[config.mk]
export PLATFORM = sky130hd
export DESIGN_NAME = if_stage
export DESIGN_NICKNAME = d
export VERILOG_FILES = /design/src/logic/fetch_pkg.sv /design/src/logic/axi_lite_pkg.sv /design/src/logic/fetch_req_unit.sv /design/src/logic/prefetch_queue.sv /design/src/logic/decode_handoff.sv /design/src/logic/if_stage.sv
export SDC_FILE = /design/constraint.sdc
export NUM_CORES = 1
export LEC_CHECK = 0
export BUFFER_PORTS_ARGS = -buffer_cell sky130_fd_sc_hd__buf_4
export CAP_MARGIN = 20
export CORE_MARGIN = 2
export CORE_UTILIZATION = 55
export DETAILED_ROUTE_END_ITERATION = 16
export PLACE_DENSITY = 0.79
export SETUP_SLACK_MARGIN = 0.05
export SLEW_MARGIN = 10
export SYNTH_ARGS = -nofsm -noshare
export SYNTH_HDL_FRONTEND = slang
export SYNTH_HIERARCHICAL = 1
export SYNTH_SLANG_ARGS = --single-unit
[constraint.sdc]
create_clock -name clk -period 8.7 [get_ports clk]
set_input_delay 1.305 -clock clk [delete_from_list [all_inputs] [get_ports clk]]
set_output_delay 1.305 -clock clk [all_outputs]
set_load 0.02 [all_outputs]
[src/logic/fetch_pkg.sv]
// ------------------------------
// Widths, vector types and PC sources shared by the fetch stage
// ------------------------------
package fetch_pkg;

        // ------------------------------
        // Machine word
        // ------------------------------
        localparam int XLEN = 32;

        typedef logic [XLEN-1:0] addr_t;
        typedef logic [XLEN-1:0] instr_t;

        // Parts of the exception vector
        typedef logic [23:0] trap_base_t;
        typedef logic [4:0]  exc_cause_t;

        // ------------------------------
        // Prefetch queue sizing
        // ------------------------------
        localparam int QUEUE_DEPTH = 4;
        localparam int QUEUE_PTR_W = 2;

        // Counts 0 to QUEUE_DEPTH, for queue fill and reads in flight
        typedef logic [2:0] credit_t;

        // ------------------------------
        // Redirect target select
        // ------------------------------
        typedef enum logic [1:0] {
                PC_BOOT = 2'd0,
                PC_JUMP = 2'd1,
                PC_EXC  = 2'd2,
                PC_ERET = 2'd3
        } pc_src_e;

endpackage

[src/logic/axi_lite_pkg.sv]
// ------------------------------
// AXI4-Lite response codes and channel field types
// ------------------------------
package axi_lite_pkg;

        // Read response code
        typedef logic [1:0] axi_resp_t;

        localparam axi_resp_t RESP_OKAY   = 2'b00;
        localparam axi_resp_t RESP_EXOKAY = 2'b01;
        localparam axi_resp_t RESP_SLVERR = 2'b10;
        localparam axi_resp_t RESP_DECERR = 2'b11;

        // Protection field
        typedef logic [2:0] axi_prot_t;

        // Unprivileged, secure, instruction access
        localparam axi_prot_t PROT_INSTR = 3'b100;

endpackage

[src/logic/fetch_req_unit.sv]
// ------------------------------
// Fetch request unit with next-PC selection and AXI4-Lite read tracking
// ------------------------------
`timescale 1ns/1ps

module fetch_req_unit (
        input  logic                    clk,
        input  logic                    arst_n_i,
        input  logic                    pc_set_i,
        input  fetch_pkg::pc_src_e      pc_mux_i,
        input  fetch_pkg::addr_t        boot_addr_i,
        input  fetch_pkg::addr_t        jump_target_i,
        input  fetch_pkg::addr_t        mepc_i,
        input  fetch_pkg::trap_base_t   trap_base_i,
        input  fetch_pkg::exc_cause_t   exc_cause_i,
        output fetch_pkg::addr_t        m_axi_araddr_o,
        output axi_lite_pkg::axi_prot_t m_axi_arprot_o,
        output logic                    m_axi_arvalid_o,
        input  logic                    m_axi_arready_i,
        input  fetch_pkg::instr_t       m_axi_rdata_i,
        input  axi_lite_pkg::axi_resp_t m_axi_rresp_i,
        input  logic                    m_axi_rvalid_i,
        output logic                    m_axi_rready_o,
        input  fetch_pkg::credit_t      queue_fill_i,
        output logic                    push_o,
        output fetch_pkg::instr_t       push_instr_o,
        output fetch_pkg::addr_t        push_pc_o,
        output logic                    push_err_o
);
        import fetch_pkg::*;
        import axi_lite_pkg::*;

        addr_t                  fetch_addr_q;
        addr_t                  stale_addr_q;
        addr_t                  cur_addr;
        addr_t                  target_addr;
        addr_t                  pc_fifo [QUEUE_DEPTH];
        logic                   boot_pend_q;
        logic                   stale_q;
        credit_t                inflight_q;
        credit_t                inflight_d;
        credit_t                discard_q;
        logic [QUEUE_PTR_W-1:0] pc_wr_ptr_q;
        logic [QUEUE_PTR_W-1:0] pc_rd_ptr_q;
        logic [3:0]             credit_sum;
        logic                   ar_fire;
        logic                   ar_wait;
        logic                   rsp_fire;

        // ------------------------------
        // Next-PC selection
        // ------------------------------
        always_comb begin
                case (pc_mux_i)
                        PC_JUMP: target_addr = jump_target_i;
                        PC_EXC:  target_addr = {trap_base_i, 1'b0, exc_cause_i, 2'b00};
                        PC_ERET: target_addr = mepc_i;
                        default: target_addr = boot_addr_i;
                endcase
        end

        // Boot address is used until the first handshake or redirect
        assign cur_addr   = boot_pend_q ? boot_addr_i : fetch_addr_q;
        assign credit_sum = {1'b0, inflight_q} + {1'b0, queue_fill_i};

        // A beat left waiting by a redirect keeps its old address
        // No request goes out while reset is held
        assign m_axi_arvalid_o = arst_n_i & (stale_q | (credit_sum < 4'(QUEUE_DEPTH)));
        assign m_axi_araddr_o  = stale_q ? stale_addr_q : cur_addr;
        assign m_axi_arprot_o  = PROT_INSTR;
        assign m_axi_rready_o  = 1'b1;

        assign ar_fire    = m_axi_arvalid_o & m_axi_arready_i;
        assign ar_wait    = m_axi_arvalid_o & ~m_axi_arready_i;
        assign rsp_fire   = m_axi_rvalid_i;
        assign inflight_d = inflight_q + credit_t'(ar_fire) - credit_t'(rsp_fire);

        // ------------------------------
        // Response path toward the queue
        // ------------------------------
        assign push_o       = rsp_fire & (discard_q == '0);
        assign push_instr_o = m_axi_rdata_i;
        assign push_pc_o    = pc_fifo[pc_rd_ptr_q];
        assign push_err_o   = (m_axi_rresp_i != RESP_OKAY);

        always_ff @(posedge clk or negedge arst_n_i) begin
                if (!arst_n_i) begin
                        boot_pend_q <= 1'b1;
                        stale_q     <= 1'b0;
                        inflight_q  <= '0;
                        discard_q   <= '0;
                        pc_wr_ptr_q <= '0;
                        pc_rd_ptr_q <= '0;
                end else begin
                        inflight_q <= inflight_d;
                        if (ar_fire)
                                pc_wr_ptr_q <= pc_wr_ptr_q + 1'b1;
                        if (rsp_fire)
                                pc_rd_ptr_q <= pc_rd_ptr_q + 1'b1;
                        if (pc_set_i) begin
                                boot_pend_q <= 1'b0;
                                stale_q     <= ar_wait;
                                // Everything issued so far belongs to the old path
                                discard_q   <= inflight_d + credit_t'(ar_wait);
                        end else begin
                                if (ar_fire && !stale_q)
                                        boot_pend_q <= 1'b0;
                                if (ar_fire)
                                        stale_q <= 1'b0;
                                if (rsp_fire && discard_q != '0)
                                        discard_q <= discard_q - 1'b1;
                        end
                end
        end

        // Addresses of reads in flight, returned in request order
        always_ff @(posedge clk) begin
                if (pc_set_i)
                        fetch_addr_q <= target_addr;
                else if (ar_fire && !stale_q)
                        fetch_addr_q <= cur_addr + 32'd4;
                if (pc_set_i && ar_wait)
                        stale_addr_q <= m_axi_araddr_o;
                if (ar_fire)
                        pc_fifo[pc_wr_ptr_q] <= m_axi_araddr_o;
        end

        // ------------------------------
        // Assertions
        // ------------------------------
        a_ar_stable: assert property (@(posedge clk) disable iff (!arst_n_i)
                ar_wait |=> m_axi_arvalid_o && $stable(m_axi_araddr_o));

        a_credit_limit: assert property (@(posedge clk) disable iff (!arst_n_i)
                credit_sum <= 4'(QUEUE_DEPTH));

endmodule

[src/logic/prefetch_queue.sv]
// ------------------------------
// Prefetch queue holding fetched words in a small ring buffer
// ------------------------------
`timescale 1ns/1ps

module prefetch_queue (
        input  logic               clk,
        input  logic               arst_n_i,
        input  logic               flush_i,
        input  logic               push_i,
        input  fetch_pkg::instr_t  push_instr_i,
        input  fetch_pkg::addr_t   push_pc_i,
        input  logic               push_err_i,
        input  logic               pop_i,
        output logic               head_valid_o,
        output fetch_pkg::instr_t  head_instr_o,
        output fetch_pkg::addr_t   head_pc_o,
        output logic               head_err_o,
        output fetch_pkg::credit_t fill_o
);
        import fetch_pkg::*;

        instr_t                 instr_mem [QUEUE_DEPTH];
        addr_t                  pc_mem    [QUEUE_DEPTH];
        logic                   err_mem   [QUEUE_DEPTH];
        logic [QUEUE_PTR_W-1:0] wr_ptr_q;
        logic [QUEUE_PTR_W-1:0] rd_ptr_q;
        credit_t                count_q;

        // Storage
        always_ff @(posedge clk) begin
                if (push_i) begin
                        instr_mem[wr_ptr_q] <= push_instr_i;
                        pc_mem[wr_ptr_q]    <= push_pc_i;
                        err_mem[wr_ptr_q]   <= push_err_i;
                end
        end

        // Pointers and fill, flush wins over push and pop
        always_ff @(posedge clk or negedge arst_n_i) begin
                if (!arst_n_i) begin
                        wr_ptr_q <= '0;
                        rd_ptr_q <= '0;
                        count_q  <= '0;
                end else if (flush_i) begin
                        wr_ptr_q <= '0;
                        rd_ptr_q <= '0;
                        count_q  <= '0;
                end else begin
                        if (push_i)
                                wr_ptr_q <= wr_ptr_q + 1'b1;
                        if (pop_i)
                                rd_ptr_q <= rd_ptr_q + 1'b1;
                        count_q <= count_q + credit_t'(push_i) - credit_t'(pop_i);
                end
        end

        assign head_valid_o = (count_q != '0);
        assign head_instr_o = instr_mem[rd_ptr_q];
        assign head_pc_o    = pc_mem[rd_ptr_q];
        assign head_err_o   = err_mem[rd_ptr_q];
        assign fill_o       = count_q;

        // ------------------------------
        // Assertions
        // ------------------------------
        a_no_overflow: assert property (@(posedge clk) disable iff (!arst_n_i)
                push_i && !pop_i |-> count_q < credit_t'(QUEUE_DEPTH));

        a_no_underflow: assert property (@(posedge clk) disable iff (!arst_n_i)
                pop_i |-> count_q != '0);

endmodule

[src/logic/decode_handoff.sv]
// ------------------------------
// Output register toward decode with a valid/ready handshake
// ------------------------------
`timescale 1ns/1ps

module decode_handoff (
        input  logic              clk,
        input  logic              arst_n_i,
        input  logic              flush_i,
        input  logic              head_valid_i,
        input  fetch_pkg::instr_t head_instr_i,
        input  fetch_pkg::addr_t  head_pc_i,
        input  logic              head_err_i,
        input  logic              id_ready_i,
        output logic              pop_o,
        output logic              instr_valid_o,
        output fetch_pkg::instr_t instr_o,
        output fetch_pkg::addr_t  pc_o,
        output logic              fetch_err_o
);
        import fetch_pkg::*;

        logic   valid_q;
        instr_t instr_q;
        addr_t  pc_q;
        logic   err_q;
        logic   load;

        // Refill when empty or when decode takes the current word
        assign load  = head_valid_i & (~valid_q | id_ready_i);
        assign pop_o = load;

        always_ff @(posedge clk or negedge arst_n_i) begin
                if (!arst_n_i)
                        valid_q <= 1'b0;
                else if (flush_i)
                        valid_q <= 1'b0;
                else if (load)
                        valid_q <= 1'b1;
                else if (id_ready_i)
                        valid_q <= 1'b0;
        end

        always_ff @(posedge clk) begin
                if (load) begin
                        instr_q <= head_instr_i;
                        pc_q    <= head_pc_i;
                        err_q   <= head_err_i;
                end
        end

        assign instr_valid_o = valid_q;
        assign instr_o       = instr_q;
        assign pc_o          = pc_q;
        assign fetch_err_o   = err_q;

        // Held word must not change until decode accepts it
        a_hold_stable: assert property (@(posedge clk) disable iff (!arst_n_i)
                valid_q && !id_ready_i && !flush_i |=>
                valid_q && $stable(instr_q) && $stable(pc_q) && $stable(err_q));

endmodule

[src/logic/if_stage.sv]
// ------------------------------
// Instruction fetch stage top with request unit, queue and decode register
// ------------------------------
`timescale 1ns/1ps

module if_stage (
        input  logic                    clk,
        input  logic                    arst_n_i,
        input  logic                    pc_set_i,
        input  fetch_pkg::pc_src_e      pc_mux_i,
        input  fetch_pkg::addr_t        boot_addr_i,
        input  fetch_pkg::addr_t        jump_target_i,
        input  fetch_pkg::addr_t        mepc_i,
        input  fetch_pkg::trap_base_t   trap_base_i,
        input  fetch_pkg::exc_cause_t   exc_cause_i,
        output fetch_pkg::addr_t        m_axi_araddr_o,
        output axi_lite_pkg::axi_prot_t m_axi_arprot_o,
        output logic                    m_axi_arvalid_o,
        input  logic                    m_axi_arready_i,
        input  fetch_pkg::instr_t       m_axi_rdata_i,
        input  axi_lite_pkg::axi_resp_t m_axi_rresp_i,
        input  logic                    m_axi_rvalid_i,
        output logic                    m_axi_rready_o,
        output logic                    instr_valid_o,
        output fetch_pkg::instr_t       instr_o,
        output fetch_pkg::addr_t        pc_o,
        output logic                    fetch_err_o,
        input  logic                    id_ready_i
);
        import fetch_pkg::*;

        logic    push;
        instr_t  push_instr;
        addr_t   push_pc;
        logic    push_err;
        credit_t queue_fill;
        logic    head_valid;
        instr_t  head_instr;
        addr_t   head_pc;
        logic    head_err;
        logic    pop;

        // ------------------------------
        // Producer
        // ------------------------------
        fetch_req_unit u_fetch_req_unit (
                .clk             (clk),
                .arst_n_i        (arst_n_i),
                .pc_set_i        (pc_set_i),
                .pc_mux_i        (pc_mux_i),
                .boot_addr_i     (boot_addr_i),
                .jump_target_i   (jump_target_i),
                .mepc_i          (mepc_i),
                .trap_base_i     (trap_base_i),
                .exc_cause_i     (exc_cause_i),
                .m_axi_araddr_o  (m_axi_araddr_o),
                .m_axi_arprot_o  (m_axi_arprot_o),
                .m_axi_arvalid_o (m_axi_arvalid_o),
                .m_axi_arready_i (m_axi_arready_i),
                .m_axi_rdata_i   (m_axi_rdata_i),
                .m_axi_rresp_i   (m_axi_rresp_i),
                .m_axi_rvalid_i  (m_axi_rvalid_i),
                .m_axi_rready_o  (m_axi_rready_o),
                .queue_fill_i    (queue_fill),
                .push_o          (push),
                .push_instr_o    (push_instr),
                .push_pc_o       (push_pc),
                .push_err_o      (push_err)
        );

        // ------------------------------
        // Buffer
        // ------------------------------
        prefetch_queue u_prefetch_queue (
                .clk          (clk),
                .arst_n_i     (arst_n_i),
                .flush_i      (pc_set_i),
                .push_i       (push),
                .push_instr_i (push_instr),
                .push_pc_i    (push_pc),
                .push_err_i   (push_err),
                .pop_i        (pop),
                .head_valid_o (head_valid),
                .head_instr_o (head_instr),
                .head_pc_o    (head_pc),
                .head_err_o   (head_err),
                .fill_o       (queue_fill)
        );

        // ------------------------------
        // Consumer
        // ------------------------------
        decode_handoff u_decode_handoff (
                .clk           (clk),
                .arst_n_i      (arst_n_i),
                .flush_i       (pc_set_i),
                .head_valid_i  (head_valid),
                .head_instr_i  (head_instr),
                .head_pc_i     (head_pc),
                .head_err_i    (head_err),
                .id_ready_i    (id_ready_i),
                .pop_o         (pop),
                .instr_valid_o (instr_valid_o),
                .instr_o       (instr_o),
                .pc_o          (pc_o),
                .fetch_err_o   (fetch_err_o)
        );

endmodule

== Yosys cells after proc, flatten, opt, wreduce, memory -nomap -nowiden ==
Memories as Yosys holds them, arrays and structs flattened. A register that Yosys moved wholly into a read port is not among the register bits.
Index checks and enable logic that the tools add are counted.

* $add $sub $neg: 12
* $lt $le $gt $ge: 1
* Equality and inequality tests: 3
* Muxes and demuxes: 23
* Bitwise logic cells: 9
* Reductions and logical operators: 14

{| class="wikitable"
|+ Operator list
! cell !! number
|-
| 32-bit two-way mux || 4
|-
| 32-bit one-hot mux with 3 select lines || 1
|-
| 32-bit by 3-bit adder with 32-bit output, second input constant || 1
|-
| 2-bit nonzero test || 6
|-
| 1-bit two-way mux || 11
|-
| 3-bit by 1-bit adder with 3-bit output || 3
|-
| 3-bit two-way mux || 3
|-
| 3-bit nonzero test || 3
|-
| 2-bit by 1-bit adder with 2-bit output, second input constant || 4
|-
| 2-bit two-way mux || 4
|-
| 3-bit by 1-bit subtractor with 3-bit output || 2
|-
| 1-bit AND || 5
|-
| 3-bit by 3-bit adder with 4-bit output || 1
|-
| 2-bit == test, second input constant || 2
|-
| 4-bit by 3-bit less-than comparator with 1-bit output, second input constant || 1
|-
| 1-bit logical AND || 3
|-
| 3-bit zero test || 1
|-
| 3-bit by 1-bit subtractor with 3-bit output, second input constant || 1
|-
| 2-bit by 1-bit == test with 1-bit output, second input constant || 1
|-
| 1-bit NOT || 2
|-
| 1-bit OR || 2
|-
| 1-bit zero test || 1
|}

* Register bits: 84
* RAM bits: 388
* Input port bits: 167
* Output and inout bits: 103
* Logic and storage cells: 78
* Memories: 4

{| class="wikitable"
|+ Memory list
! name !! words !! bits a word !! rd ports !! clocked after Yosys merged registers in !! write ports !! RTL line !! source
|-
| u_fetch_req_unit.pc_fifo || 4 || 32 || 1 || 0 || 1 || fetch_req_unit.sv:37 || <nowiki>addr_t pc_fifo [QUEUE_DEPTH];</nowiki>
|-
| u_prefetch_queue.instr_mem || 4 || 32 || 1 || 1 || 1 || prefetch_queue.sv:23 || <nowiki>instr_t instr_mem [QUEUE_DEPTH];</nowiki>
|-
| u_prefetch_queue.pc_mem || 4 || 32 || 1 || 1 || 1 || prefetch_queue.sv:24 || <nowiki>addr_t pc_mem [QUEUE_DEPTH];</nowiki>
|-
| u_prefetch_queue.err_mem || 4 || 1 || 1 || 1 || 1 || prefetch_queue.sv:25 || <nowiki>logic err_mem [QUEUE_DEPTH];</nowiki>
|}

== Depth between registers and ports, before layout ==
* Depth in word-level cells: 9
* Depth in mapped cells: 13
* Gate-level depth less buffers: 13

== By module ==
Netlist, hierarchy kept.

{| class="wikitable"
|+ Modules (own cells, without submodules)
! module !! instances !! cells each !! area an instance (sq um) !! seq. area each (sq um)
|-
| fetch_req_unit || 1 || 691 || 10390.0 || 6067.1
|-
| prefetch_queue || 1 || 377 || 9816.9 || 7982.7
|-
| decode_handoff || 1 || 70 || 2011.9 || 1976.9
|}

== Worst setup path after synthesis ==
OpenSTA, ideal clock, no wires.

* Path type: input port to flip-flop
* From: input arst_n_i
* To: register u_fetch_req_unit.fetch_addr_q[0] (enable)
* Library setup time: 0.430 ns
* Data arrival time: 3.289 ns
* Data required time: 8.270 ns
* Slack: 4.981 ns
* Stages on the path: 4
* Buffers on the path: 0
* Cells stage by stage: nand2b_1 -> nor2_1 -> inv_1 -> o21bai_1

* Cells in the longest elaborated chain, start to end: 4

{| class="wikitable"
|+ Ends and longest elaborated chain
! item !! RTL line !! source
|-
| from (decl) || if_stage.sv:8 || <nowiki>input logic arst_n_i,</nowiki>
|-
| 1-bit AND || fetch_req_unit.sv:68 || <nowiki>assign m_axi_arvalid_o = arst_n_i & (stale_q | (credit_sum < 4'(QUEUE_DEPTH)));</nowiki>
|-
| 1-bit AND || fetch_req_unit.sv:73 || <nowiki>assign ar_fire = m_axi_arvalid_o & m_axi_arready_i;</nowiki>
|-
| 1-bit logical AND || fetch_req_unit.sv:120 || <nowiki>else if (ar_fire && !stale_q)</nowiki>
|-
| 2-bit nonzero test (no line) || - ||
|-
| to (signal assigned) || fetch_req_unit.sv:119 || <nowiki>fetch_addr_q <= target_addr;</nowiki>
|-
| to (signal assigned) || fetch_req_unit.sv:121 || <nowiki>fetch_addr_q <= cur_addr + 32'd4;</nowiki>
|-
| to (decl) || fetch_req_unit.sv:33 || <nowiki>addr_t fetch_addr_q;</nowiki>
|}

No other way between the ends.
A chain may end at the register's enable or synchronous reset.

== Worst setup path after layout ==
* From: register u_fetch_req_unit.boot_pend_q
* To: output m_axi_araddr_o[5]

* Cells in the longest elaborated chain, start to end: 2

{| class="wikitable"
|+ Ends and longest elaborated chain
! item !! RTL line !! source
|-
| from (decl) || fetch_req_unit.sv:38 || <nowiki>logic boot_pend_q;</nowiki>
|-
| from (signal assigned) || fetch_req_unit.sv:88 || <nowiki>boot_pend_q <= 1'b1;</nowiki>
|-
| from (signal assigned) || fetch_req_unit.sv:101 || <nowiki>boot_pend_q <= 1'b0;</nowiki>
|-
| from (signal assigned) || fetch_req_unit.sv:107 || <nowiki>boot_pend_q <= 1'b0;</nowiki>
|-
| 32-bit two-way mux || fetch_req_unit.sv:63 || <nowiki>assign cur_addr = boot_pend_q ? boot_addr_i : fetch_addr_q;</nowiki>
|-
| 32-bit two-way mux || fetch_req_unit.sv:69 || <nowiki>assign m_axi_araddr_o = stale_q ? stale_addr_q : cur_addr;</nowiki>
|-
| to (decl) || if_stage.sv:16 || <nowiki>output fetch_pkg::addr_t m_axi_araddr_o,</nowiki>
|}

No other way between the ends.

==> run summary <==
FF-to-FF End -> u_fetch_req_unit/fetch_addr_q[26]
Total GRT Usage -> 22.1%
CTS tree -> done
peak supply drop -> 0.198 mV
io pins -> 270
Maximum Capacitance Violations -> 0
Synth-to-Final Area Change -> 17.5%
most common cell after layout, fill and taps aside -> edfxtp_1
post-synthesis async set-or-reset flop share -> 3.72%
Die Wd -> 205 µm
Hold Vio Cnt, Final -> 0
worst hold start -> u_fetch_req_unit/pc_wr_ptr_q[0]
Synth area leaders -> edfxtp_1 (70%), mux4_2 (13%), dfrtp_1 (2.1%), mux2_2 (1.6%), mux2i_1 (1.5%)
NumNets Final -> 1570
cell count of the worst reg-to-reg path -> 7
Routed WL -> 45600 µm
cts bufs inserted -> 53
# setup viols final -> 0
internal reg-to-reg setup slack -> 5.25 ns
Worst Tran Pin Value -> 1.25 ns
crit start category -> flop
hold depth -> 1
Hold-fix buffers, CTS -> 0
die area -> 42000 µm²
Root Buffer -> clkbuf_16
adder and majority gate portion of the synthesized area -> 1.25%
DR DRC count -> 0
cells after synthesis -> 1138
Max Buffers Root-to-Sink -> 3
n_diodes -> 0
post-DP HPWL -> 28700 µm
H-tree levels -> 2
post-route ant nets -> 0
pre-CTS setup slack -> 4.86 ns
initial antenna violation count -> 0
period utilization -> 47.5%
global-route wire length before repair -> 69300 µm
RSZ-0062 raised after global routing -> false
Post-CTS Repair Setup Buffers -> 0
Crit Path Max Fanout -> 74
post-synth top area cell -> edfxtp_1
crit-path leading delay family -> buffers and inverters
IO Port Bufs -> 265
critical path type -> reg -> out
count of clock tree sinks -> 537
Slew HR -> 16.6%
synthesized flop and latch total -> 537
area share of and/or/nand/nor cells after synthesis -> 3.86%
post-synthesis xor/xnor area fraction -> 1.17%
gr ovfl total -> 0
Synth cell types -> 59
Slew Viols, Final -> 0
CP Capture Type -> output port
core area -> 39800 µm²
sw frac -> 28.8%
setup tns final -> 0 ns
Starting Density -> 55.8%
static leakage -> 0.00906 µW
final setup margin -> 4.57 ns
Post-synth EDFFs -> 517
most frequent cells in the layout -> edfxtp_1 (517), buf_4 (276), mux4_2 (126)
PD cells -> 305 nW/µm²
Mapped Avg Cell Area -> 19.5 µm²
post-synthesis compound-gate area fraction -> 2.39%
Crit path largest cell delay -> 0.61 ns
Hold Path End -> u_fetch_req_unit/pc_wr_ptr_q[0]
total number of vias -> 11.4k
CTS resizes -> 0
largest family of logic cells by synthesized area -> multiplexers
Worst-Skew Late Latency -> 0.57 ns
CP startpoint -> u_fetch_req_unit/boot_pend_q
CP required -> 7.39 ns
GP Congestion -> 0.900
top-area cell type share of the netlist area -> 69.9%
Synth warnings -> 6
R2R Path Start -> u_fetch_req_unit/boot_pend_q
Max Clock Freq -> 242 MHz
largest net degree at the start of global routing -> 83
outcome -> complete, no violations
vias in the first global route -> 12.0k
Worst Skew -> 0.0212 ns
sequential element share of the synthesized area -> 72.1%
Routed WL per cell -> 23.4 µm
CP dominant cell by count -> buf_4
CP Cell Sequence -> buf_4, a21oi_1, mux2i_1, buf_4
die height -> 205 µm
Worst path slowest cell -> buf_4
TritonRoute pass-1 iters -> 5
layout cells sized above 1 -> 37.4%
Reg power frac -> 46.0%
# rows -> 73
detailed-route vias per instance -> 5.83
Tmin final -> 4.13 ns
Fillers -> 2695
WP buf/inv -> 2
Clock Power Share -> 27.5%
drt initial violations -> 833
multiplexer area fraction after synthesis -> 15.9%
hold crit path type -> reg -> reg
Data arrival, critical path -> 2.83 ns
top_reg_cell synth -> edfxtp_1
Comb pwr share -> 26.5%
Net Switching -> 2290 µW
Pint -> 5660 µW
Clock transition at path regs -> 0.06 ns
Syn Std Cell Area -> 22200 µm²
## per-layer routing
metal | vias to the layer above | track usage, % | routed length [µm] | part of all wire (%)
met3 | 52 | 3.42 | 2930 | 6.4
met2 | 473 | 38.5 | 23400 | 51
met4 | 0 | 5.86 | 767 | 1.7
li1 | 5031 | - | - | -
met5 | - | 0 | 0 | 0
met1 | 5803 | 29.2 | 18500 | 41
## layout make-up
| class | instances | area (µm²) | area share [%] |
|---|---|---|---|
| Clock buffer | 65 | 1410 | 5.42 |
| Clock inverter | 32 | 268 | 1.03 |
| Multi-Input combinational cell | 479 | 5500 | 21.1 |
| Inverter | 34 | 128 | 0.489 |
| Sequential cell | 537 | 16000 | 61.4 |
| Timing Repair Buffer | 277 | 2100 | 8.04 |
| Tap cell | 525 | 657 | 2.52 |
## power by group through the flow
| stage | sequential [µW] | combinational, µW | clock, µW |
|---|---|---|---|
| 2_1_floorplan | 3860 | 1180 | 0 |
| 3_3_place_gp | 3710 | 2060 | 0 |
| 3_5_place_dp | 3730 | 2120 | 0 |
| 4_1_cts | 3680 | 2130 | 2240 |
| 5_1_grt | 3700 | 2280 | 2340 |
| 6_report | 3660 | 2110 | 2190 |
## synthesized netlist by cell type, drive strengths merged, types with 2 or more instances
cell type and n:
a21oi 18, a22oi 4, a31oi 7, a32o 5, and2 12, and3 6, and4 8, buf 71
clkbuf 19, conb 2, dfrtp 19, edfxtp 517, fa 2, ha 19, inv 34, mux2 32
mux2i 34, mux4 126, nand2 47, nand2b 3, nand3 23, nand3b 11, nand4 9, nand4b 2
nor2 19, nor2b 7, nor3 2, nor4 3, o21ai 25, o31a 2, o31ai 10, xnor2 21
xor2 6
## cells by family after synthesis
kind of cell	Yosys count
simple gates	154
mux	192
buf+inv	124
flops	537
other cells	2
compound gates	80
fa+ha+maj	21
xor+xnor	28
## sequential cells by signal (all words and copies together), names as in the netlist, 4 cells and up
| name | flops |
|---|---|
| u_decode_handoff/instr_o | 32 |
| u_decode_handoff/pc_o | 32 |
| u_fetch_req_unit/fetch_addr_q | 32 |
| u_fetch_req_unit/pc_fifo | 128 |
| u_fetch_req_unit/stale_addr_q | 32 |
| u_prefetch_queue/err_mem | 4 |
| u_prefetch_queue/instr_mem | 128 |
| u_prefetch_queue/pc_mem | 128 |
## per-stage QoR
| stage | area (µm²) | total power [µW] | utilization [%] | instances | hold slack (ns) |
|---|---|---|---|---|---|
| 5_1_grt | 26100 | 8320 | 65.5 | 1949 | 0.561 |
| 2_1_floorplan | 22200 | 5040 | - | 1140 | 0.498 |
| 3_5_place_dp | 24400 | 5850 | 61.3 | 1851 | 0.530 |
| 4_1_cts | 26100 | 8040 | 65.5 | 1948 | 0.542 |
| 6_report | 26100 | 7960 | 65.5 | 1949 | 0.538 |
| 3_3_place_gp | 24400 | 5770 | 61.3 | 1851 | 0.527 |
## worst register-to-register path, cell delays in order, from the launching register on
cell and delay [ns]:
dfstp_2 0.52, buf_4 0.61, mux2_2 0.37, ha_1 0.29, a21boi_1 0.58, nand3_1 0.39, nor4_1 0.37, nor3_1 0.07
## worst max-delay path by stage
stage	end	slack (ns)	depth (start not counted)
after floorplan	u_fetch_req_unit/fetch_addr_q[0]	4.98	4
final	m_axi_araddr_o[5]	4.57	4
after global placement	u_prefetch_queue/fill_o[2]	4.91	10
after CTS	m_axi_araddr_o[5]	4.57	4
after global routing	m_axi_araddr_o[13]	4.36	4
after detailed placement	u_prefetch_queue/fill_o[2]	4.86	10
No activity file was read; power rests on OpenSTA's default activity.
